===== config.mk =====
export PLATFORM = sky130hd
export DESIGN_NAME = arbiter_flat
export DESIGN_NICKNAME = d
export VERILOG_FILES = /design/src/mem_pkg.sv /design/src/mem_port_if.sv /design/src/arbiter.sv /design/src/flat_wrapper.sv
export SDC_FILE = /design/constraint.sdc
export NUM_CORES = 1
export LEC_CHECK = 0
export BUFFER_PORTS_ARGS = -buffer_cell sky130_fd_sc_hd__buf_2
export CORE_AREA = 2 2 79 81
export CTS_BUF_LIST = sky130_fd_sc_hd__clkbuf_4
export DETAILED_ROUTE_END_ITERATION = 7
export DIE_AREA = 0 0 81 83
export SYNTH_ARGS = -nofsm -noshare
export SYNTH_HDL_FRONTEND = slang
export SYNTH_SLANG_ARGS = --single-unit

===== constraint.sdc =====
create_clock -name clk -period 2.2 [get_ports clk]
set_input_delay 0.66 -clock clk [delete_from_list [all_inputs] [get_ports clk]]
set_output_delay 0.66 -clock clk [all_outputs]
set_load 0.02 [all_outputs]

===== src/mem_pkg.sv =====
package mem_pkg;

  // Default word address width.
  localparam int DEFAULT_ADDRESS_WIDTH = 32;

  // Default data word width.
  localparam int DEFAULT_DATA_WIDTH = 32;

  // Implemented address bits of the word memory.
  // 8 bits give 256 words. Higher address bits are ignored.
  localparam int DEFAULT_MEM_DEPTH_LOG2 = 8;

  // Names the client that owns the current memory access.
  // Also steers the read-valid pulse back to that client.
  typedef enum logic {
    PORT_LSU   = 1'b0,  // Port 1, load/store unit.
    PORT_FETCH = 1'b1   // Port 2, instruction fetch.
  } port_sel_e;

endpackage


===== src/mem_port_if.sv =====
`timescale 1ns/1ps

// One client's request bundle toward the shared memory.
// Plain levels only. The client holds req and fields until granted at an edge.
interface mem_port_if
  import mem_pkg::*;
#(
  parameter int ADDRESS_WIDTH = DEFAULT_ADDRESS_WIDTH,
  parameter int DATA_WIDTH    = DEFAULT_DATA_WIDTH
);

  logic                     req;    // Access wanted.
  logic                     store;  // High for a write, low for a read.
  logic [ADDRESS_WIDTH-1:0] addr;   // Word address.
  logic [DATA_WIDTH-1:0]    wdata;  // Store data.
  logic                     grant;  // Access happens at the next rising edge.

  // Requesting side.
  modport client (
    output req,
    output store,
    output addr,
    output wdata,
    input  grant
  );

  // Arbitrating side.
  modport arbiter (
    input  req,
    input  store,
    input  addr,
    input  wdata,
    output grant
  );

endinterface


===== src/arbiter.sv =====
`timescale 1ns/1ps

// Two-client arbiter for the single-ported memory.
// Fetch keeps the memory while it holds req once it has won.
// Otherwise the LSU wins. Grants open only after a falling edge.
module arbiter
  import mem_pkg::*;
#(
  parameter int ADDRESS_WIDTH = DEFAULT_ADDRESS_WIDTH,
  parameter int DATA_WIDTH    = DEFAULT_DATA_WIDTH
) (
  input  logic                     clk,
  input  logic                     arst_n,
  mem_port_if.arbiter              lsu,        // Port 1.
  mem_port_if.arbiter              fetch,      // Port 2.
  output logic                     mem_req,
  output logic                     mem_store,
  output logic [ADDRESS_WIDTH-1:0] mem_addr,
  output logic [DATA_WIDTH-1:0]    mem_wdata,
  output port_sel_e                mem_sel
);

  logic fetch_hold;  // Fetch won at the last rising edge.
  logic lsu_win;     // LSU win condition, combinational.
  logic fetch_win;   // Fetch win condition, combinational.
  logic lsu_stab;    // LSU condition sampled at the falling edge.
  logic fetch_stab;  // Fetch condition sampled at the falling edge.
  logic lsu_grant;
  logic fetch_grant;

  // Fetch wins on its own, or when it already owns the memory.
  assign fetch_win = fetch.req & (fetch_hold | ~lsu.req);

  // LSU wins unless fetch is holding on.
  assign lsu_win = lsu.req & ~(fetch_hold & fetch.req);

  // Hold register. Remembers that fetch was chosen.
  always_ff @(posedge clk or negedge arst_n) begin
    if (!arst_n) begin
      fetch_hold <= 1'b0;
    end else begin
      fetch_hold <= fetch_win;
    end
  end

  // Stabilizers on the falling edge.
  // A condition must stay steady across the low phase start to grant.
  always_ff @(negedge clk or negedge arst_n) begin
    if (!arst_n) begin
      lsu_stab   <= 1'b0;
      fetch_stab <= 1'b0;
    end else begin
      lsu_stab   <= lsu_win;
      fetch_stab <= fetch_win;
    end
  end

  // Grant drops at once with its request.
  assign lsu_grant   = lsu_stab & lsu_win;
  assign fetch_grant = fetch_stab & fetch_win;

  assign lsu.grant   = lsu_grant;
  assign fetch.grant = fetch_grant;

  // Request mux toward memory. LSU fields when it is granted.
  assign mem_req   = lsu_grant | fetch_grant;
  assign mem_store = lsu_grant ? lsu.store : fetch.store;
  assign mem_addr  = lsu_grant ? lsu.addr  : fetch.addr;
  assign mem_wdata = lsu_grant ? lsu.wdata : fetch.wdata;

  // Owner of the access, for routing the read valid.
  assign mem_sel = lsu_grant ? PORT_LSU : PORT_FETCH;

endmodule


===== src/flat_wrapper.sv =====
// flat-port wrapper written by rule: the top's interface ports become plain ports
module arbiter_flat import mem_pkg::*;
#(
  parameter int ADDRESS_WIDTH = DEFAULT_ADDRESS_WIDTH,
  parameter int DATA_WIDTH    = DEFAULT_DATA_WIDTH
)
  (clk, arst_n, mem_req, mem_store, mem_addr, mem_wdata, mem_sel, lsu_req, lsu_store, lsu_addr, lsu_wdata, lsu_grant, fetch_req, fetch_store, fetch_addr, fetch_wdata, fetch_grant);
  mem_port_if #(.ADDRESS_WIDTH(ADDRESS_WIDTH), .DATA_WIDTH(DATA_WIDTH)) lsu_i ();
  mem_port_if #(.ADDRESS_WIDTH(ADDRESS_WIDTH), .DATA_WIDTH(DATA_WIDTH)) fetch_i ();
  input  logic clk;
  input  logic arst_n;
  output logic mem_req;
  output logic mem_store;
  output logic [ADDRESS_WIDTH-1:0] mem_addr;
  output logic [DATA_WIDTH-1:0] mem_wdata;
  output port_sel_e mem_sel;
  input wire logic [$bits(lsu_i.req)-1:0] lsu_req;
  input wire logic [$bits(lsu_i.store)-1:0] lsu_store;
  input wire logic [$bits(lsu_i.addr)-1:0] lsu_addr;
  input wire logic [$bits(lsu_i.wdata)-1:0] lsu_wdata;
  output wire logic [$bits(lsu_i.grant)-1:0] lsu_grant;
  input wire logic [$bits(fetch_i.req)-1:0] fetch_req;
  input wire logic [$bits(fetch_i.store)-1:0] fetch_store;
  input wire logic [$bits(fetch_i.addr)-1:0] fetch_addr;
  input wire logic [$bits(fetch_i.wdata)-1:0] fetch_wdata;
  output wire logic [$bits(fetch_i.grant)-1:0] fetch_grant;
  assign lsu_i.req = lsu_req;
  assign lsu_i.store = lsu_store;
  assign lsu_i.addr = lsu_addr;
  assign lsu_i.wdata = lsu_wdata;
  assign lsu_grant = lsu_i.grant;
  assign fetch_i.req = fetch_req;
  assign fetch_i.store = fetch_store;
  assign fetch_i.addr = fetch_addr;
  assign fetch_i.wdata = fetch_wdata;
  assign fetch_grant = fetch_i.grant;
  arbiter #(.ADDRESS_WIDTH(ADDRESS_WIDTH), .DATA_WIDTH(DATA_WIDTH)) u_core (.clk(clk), .arst_n(arst_n), .lsu(lsu_i), .fetch(fetch_i), .mem_req(mem_req), .mem_store(mem_store), .mem_addr(mem_addr), .mem_wdata(mem_wdata), .mem_sel(mem_sel));
endmodule

==> run_results.csv, run 1 <==
group,metric,value,unit
synthesis,yosysWarnings,0,
pwr,power,754,uW
die,die_x,81,um
synthesis,syn-cell-area,1030,um2
timing,worst_slew_pin_slew,178,ps
synthesis,yosysTopAreaCell,"mux2_4",
die,initial_utilization,17.8,%
place,placed_area,2160,um2
clock_tree,root_buffer,"clkbuf_4",
cells_and_area,layout.nets,422,
timing,finalSetupViolCount,69,
die,die_area,6720,um2
die,dieHeight,83,um
clock_tree,cts_sinks,3,
timing,whs,210,ps
cells_and_area,multi_input_comb_area,906,um2
synthesis,synth_area_leaders,"mux2_4, mux2_2, dfrtn_1",
global_route,grt_pass1_wl,6000,um
synthesis,syn_area_per_cell,12.6,um2
global_route,busiest_layer,"met2",
synthesis,ys_seq_area_share,7.26,%
timing,report.final.hold_viol_count,0,
timing,slew_violations,0,
drt,wl,4320,um
setup_path,critPathRequiredTime,1540,ps
cells_and_area,area.sequential,75.1,um2
global_route,antenna_found_initial,0,
setup_path,worst_setup_path_end_kind,"output port",
setup_path,rrSetupSlack,220,ps
die,core,5820,um2
drt,dr.pass1.iters,4,
place,portBuffers,202,
timing,relSlewSlack,88.1,%
die,rows,28,
synthesis,synth_nets,216,
clock_tree,clk_path_buf_depth,2,
synthesis,synth_cell_types,13,
setup_path,start_kind,"register",
clock_tree,cts_hold_buf,0,
clock_tree,clkTransAtPathRegs,40,ps
setup_path,cp.arrival,2570,ps
setup_path,rr_startpoint,"u_core.fetch_hold",
drt,drt-initial-drc-count,9,
cells_and_area,layout-drive-gt1-share,97.9,%
status,status,"complete, but fails checks",
setup_path,worst-setup-path-type,"register to output port",
pwr,ir_drop,222,uV
global_route,first_global_vias,1422,
cells_and_area,diodes,0,
clock_tree,cts_setup_buffers,0,
min_path,hold_path.class,"input port to async pin",
timing,setup_ws,-1030,ps
clock_tree,htreeDepth,1,
cells_and_area,fillerInstances,584,
drt,drc,0,
synthesis,netlist_instances,82,
clock_tree,tritoncts,"built",
pwr,p_leak,1.39,nW
global_route,grtUsageTotal,10.9,%
setup_path,r2r_end,"u_core.fetch_stab",
global_route,grt_overflow,0,
global_route,grtUsageMet1,10.8,%
cells_and_area,stdcell_area,2310,um2
drt,via_count,1472,
place,routabilityCongestion,0.712,
synthesis,synth_top_area_share,43.5,%
setup_path,worst-path-max-fanout,31,
status,violations,"negative setup slack",
clock_tree,cts_buffers,3,
place,place_hpwl,3770,um
drt,viasPerCell,4.07,
job,maxCapViolations,0,
pwr,power_density,327,nW/um2
timing,rsz0062_at_grt,"true",
drt,ant_nets,0,
global_route,use_met2,21.9,%
synthesis,yosys_register_bits,3,
die,ioPinCount,203,
global_route,grt_max_degree,32,
drt,wire_per_inst,11.9,um
timing,clock-skew-final,15.6,ps
setup_path,reg2regPathDepth,2,
clock_tree,insertion_delay,250,ps
cells_and_area,flow.area_growth_from_synthesis,123,%
place,place_ws,-773,ps
global_route,met3_usage,2.07,%
==> worst max-delay path, cell delays in order (launching register included) <==
cell	delay (ps)
dfrtn_1	370
nand2_4	110
buf_12	200
mux2_2	350
buf_2	160
==> registers in the layout (all words and copies together) (netlist names) <==
signal and cells:
u_core.fetch_stab 1, u_core.lsu_stab 1, u_core.fetch_hold 1
==> metrics by stage <==
stage          utilization [%]  TNS, ps  std cells
6_report                  39.7   -67930        362
3_3_place_gp              37.2   -48430        358
5_1_grt                   39.7   -71390        362
4_1_cts                   38.6   -68810        362
3_5_place_dp              37.2   -50000        358
2_1_floorplan                -   -40440         82
==> kinds of logic (layout without fill, tap and decap cells) <==
group                  after synthesis  after routing  synth area share (%)
DFF                                  3              3                  7.25
muxes                               65             65                  81.6
buffers and inverters                8            213                  6.17
and+or+nand+nor                      4              4                  2.42
AOI/OAI and AO/OA                    2              2                  2.54
==> timing repair <==
item	in CTS	in global routing
cloned	0	0
gates resized for setup	17	21
setup endpoints to repair	69	69
==> layout make-up <==
type | count | share of cell area [%]
clock buffer | 4 | 1.30
inverter | 1 | 0.271
sequential | 3 | 3.25
multi-input combinational | 71 | 39.2
timing repair buffer | 208 | 51.9
tap | 75 | 4.06
==> cell usage in the layout, fill, tap and decap left out <==
master    instances
buf_2           182
and2_1            1
a21boi_4          1
clkbuf_4          4
mux2_4           30
and3_4            1
dfrtp_1           1
buf_6            18
buf_12            2
dfrtn_1           2
buf_4             6
nand2b_1          1
mux2_2           35
a21o_1            1
inv_4             1
nand2_4           1
==> per-layer routing <==
layer | wire [um] | vias up
met2 | 2230 | 118
met5 | 0 | -
li1 | - | 715
met1 | 1460 | 635
met3 | 591 | 4
met4 | 36 | 0
==> cells in the mapped netlist <==
cell type  count
and2_1         1
dfrtp_1        1
buf_6          4
mux2_4        30
inv_1          1
nand2b_1       1
mux2_2        35
a21o_1         1
and3_1         1
buf_2          3
dfrtn_1        2
a21boi_4       1
nand2_2        1
==> where the power goes <==
group	switching (mW)	internal (mW)	leakage, nW
sequential	0.00303	0.0596	0.0371
combinational	0.265	0.315	1.33
clock	0.0320	0.0805	0.0184
total	0.300	0.455	1.39
==> worst max path at each step <==
stage                    start            end  depth (start not counted)
3_3_place_gp   u_core.lsu_stab   mem_addr[23]                          4
4_1_cts        u_core.lsu_stab   mem_addr[23]                          4
2_1_floorplan  u_core.lsu_stab    mem_addr[0]                          4
6_report       u_core.lsu_stab  mem_wdata[16]                          4
3_5_place_dp   u_core.lsu_stab   mem_addr[23]                          4
5_1_grt        u_core.lsu_stab  mem_wdata[23]                          4
Power figures use the tool's default switching activity.
==> run 2: changes to the inputs <==
--- a/config.mk
+++ b/config.mk
@@ -5,6 +5,7 @@
 export SDC_FILE = /design/constraint.sdc
 export NUM_CORES = 1
 export LEC_CHECK = 0
+export ABC_AREA = 1
 export BUFFER_PORTS_ARGS = -buffer_cell sky130_fd_sc_hd__buf_2
 export CORE_AREA = 2 2 79 81
 export CTS_BUF_LIST = sky130_fd_sc_hd__clkbuf_4
==> run 2 against run 1 <==
  * The flow still finishes with violations (negative setup slack)
  * Routed wire length rose by 59%
  * Via count rose by 65%
  * Sequential power rose by 1%
  * Critical endpoint is now mem_addr[17]
  * Largest power group unchanged
==> run_results.csv, run 2 <==
group,metric,value,unit
clock_tree,htreeDepth,1,
drt,viasPerCell,4.76,
synthesis,yosysTopAreaCell,"nand2_1",
global_route,grt_overflow,0,
synthesis,ys_top_cells_by_count,"nand2_1, nand4_1, buf_4",
synthesis,yosys_register_bits,3,
drt,drt-initial-drc-count,76,
setup_path,crit_path_start,"u_core.lsu_stab",
pwr,p_int,541,uW
synthesis,yosysWarnings,0,
status,status,"complete, but fails checks",
die,die_x,81,um
die,initial_utilization,21.0,%
pwr,ir_drop,291,uV
synthesis,syn-cell-area,1220,um2
synthesis,synth_edf_count,0,
drt,wire_per_inst,13.5,um
cells_and_area,flow.area_growth_from_synthesis,137,%
cells_and_area,layout.nets,570,
synthesis,syn_area_per_cell,5.10,um2
setup_path,critPathRequiredTime,1540,ps
cells_and_area,stdcell_area,2900,um2
global_route,grtUsageTotal,16.7,%
timing,relSlewSlack,85.6,%
pwr,seqPwrFrac,6.2,%
place,routabilityCongestion,0.744,
min_path,hold_path.class,"input port to async pin",
drt,drc,0,
job,maxCapViolations,0,
timing,rsz0062_at_grt,"true",
synthesis,synth_top_area_share,41.5,%
die,rows,28,
setup_path,rr_startpoint,"u_core.fetch_hold",
die,dieHeight,83,um
global_route,grt_pass1_wl,9440,um
die,ioPinCount,203,
timing,clock-skew-final,15.2,ps
synthesis,ys_seq_area_share,6.15,%
die,core,5820,um2
synthesis,synth_area_leaders,"nand2_1, nand4_1, buf_4",
pwr,power_density,354,nW/um2
drt,wl,6870,um
timing,report.final.hold_viol_count,0,
place,place_hpwl,4670,um
pwr,switching_share,47.2,%
cells_and_area,fillerInstances,597,
clock_tree,cts_sinks,3,
cells_and_area,reg_top3,"u_core.fetch_hold: 1 flops, u_core.fetch_stab: 1 flops, u_core.lsu_stab: 1 flops",
timing,whs,214,ps
cells_and_area,diodes,0,
global_route,grt_max_degree,37,
synthesis,netlist_instances,239,
timing,slew_violations,0,
synthesis,synth-main-ff-cell,"dfrtn_1",
setup_path,start_kind,"register",
drt,dr.pass1.iters,4,
place,portBuffers,202,
timing,finalSetupViolCount,69,
global_route,antenna_found_initial,0,
timing,worst_slew_pin_slew,215,ps
synthesis,synthArstFlopShare,100,%
clock_tree,cts_hold_buf,0,
timing,setup-tns-final,-61880,ps
cells_and_area,final_cell_mix,"buf_2, nand2_2, nand4_1, nand2_1, buf_4",
cells_and_area,layout-drive-gt1-share,70.3,%
pwr,p_switching,484,uW
setup_path,worst-path-max-fanout,6,
clock_tree,insertion_delay,250,ps
drt,ant_nets,0,
setup_path,worst_setup_path_end_kind,"output port",
synthesis,synth_nets,373,
status,violations,"negative setup slack",
synthesis,synth_cell_types,12,
cells_and_area,stdcell_count,510,
pwr,p_leak,1.68,nW
setup_path,cp.arrival,2470,ps
clock_tree,cts_buffers,3,
drt,via_count,2429,
clock_tree,tritoncts,"built",
clock_tree,clk_path_buf_depth,2,
pwr,clkPwrFrac,10.8,%
setup_path,worst-setup-path-type,"register to output port",
place,dp_cells,498,
cells_and_area,mostFrequentLayoutCell,"buf_2",
clock_tree,root_buffer,"clkbuf_4",
die,die_area,6720,um2
pwr,combPwrFrac,83.0,%
synthesis,yosysMostFrequentCell,"nand2_1",
timing,setup_ws,-928,ps
global_route,first_global_vias,2230,
clock_tree,clkTransAtPathRegs,40,ps
place,placed_area,2470,um2
==> run 2: changes by cell type in the layout (fill, tap and decap cells not counted), sizes merged <==
cell    before  now
inv          1    4
a21boi       1    0
buf        208  217
mux2        65    0
nand2b       1    0
nand3        0    2
and2         1    0
nand4        0   65
a21o         1    0
clkbuf       4    8
a21oi        0    1
nand2        1  135
and3         1    0
==> run 2: what timing repair did <==
item,in CTS,in global routing
endpoints found under the setup margin,69,69
buffers inserted,2,0
gates resized for setup,66,24
cloned,0,6
pin swaps,7,4
==> run 2: critical path, cell delays in order, from the launching register on <==
cell	delay, ps
dfrtn_1	460
buf_6	180
buf_12	130
nand4_1	120
nand2_2	90
buf_4	140
==> run 2: power by group through the flow <==
stage	clock (mW)	combinational, mW	sequential, mW
finish	0.111	0.851	0.0633
global route	0.122	0.913	0.0640
CTS	0.115	0.771	0.0629
detailed placement	0	0.697	0.0654
global placement	0	0.690	0.0649
floorplan	0	0.437	0.0627
==> run 2: layout make-up <==
type,count,area [um2],share of cell area (%)
inverters,4,15.0,0.519
clock buffers,4,30.0,1.04
flip-flops and latches,3,75.1,2.59
repair buffers,221,1550,53.5
well taps,75,93.8,3.24
multi-input cells,203,1130,39.1
==> run 2: cell families after synthesis <==
group | Yosys count | synth area share, %
AND/OR/NAND/NOR | 202 | 76.1
flip-flops | 3 | 6.15
AO/OA/AOI/OAI | 1 | 0.410
buffers and inverters | 33 | 17.3
==> run 2: per-stage QoR <==
stage	total power [mW]	util [%]	setup WS, ps
3_3_place_gp	0.755	42.5	-720
4_1_cts	0.949	46.2	-951
3_5_place_dp	0.762	42.5	-761
6_report	1.03	49.8	-928
5_1_grt	1.10	49.8	-1030
2_1_floorplan	0.500	-	-508
==> run 2: worst paths after layout <==
check / to / slack (ps) / cells past startpoint
worst max-delay path: mem_addr[17] / -930 / 5
min in group clk: u_core.fetch_hold / 600 / 2
worst min register to register: u_core.fetch_hold / 600 / 2
max in group asynchronous: u_core.fetch_stab / 870 / 1
worst max register to register: u_core.fetch_stab / 390 / 2
worst min-delay path: u_core.fetch_hold / 210 / 1
==> run 2: metal layers <==
metal	GRT usage, %	up-vias	routed length, um
met5	0	-	0
met4	1.23	0	39
met3	2.72	4	565
met2	35.8	106	3840
met1	16.2	1107	2420
li1	-	1212	-
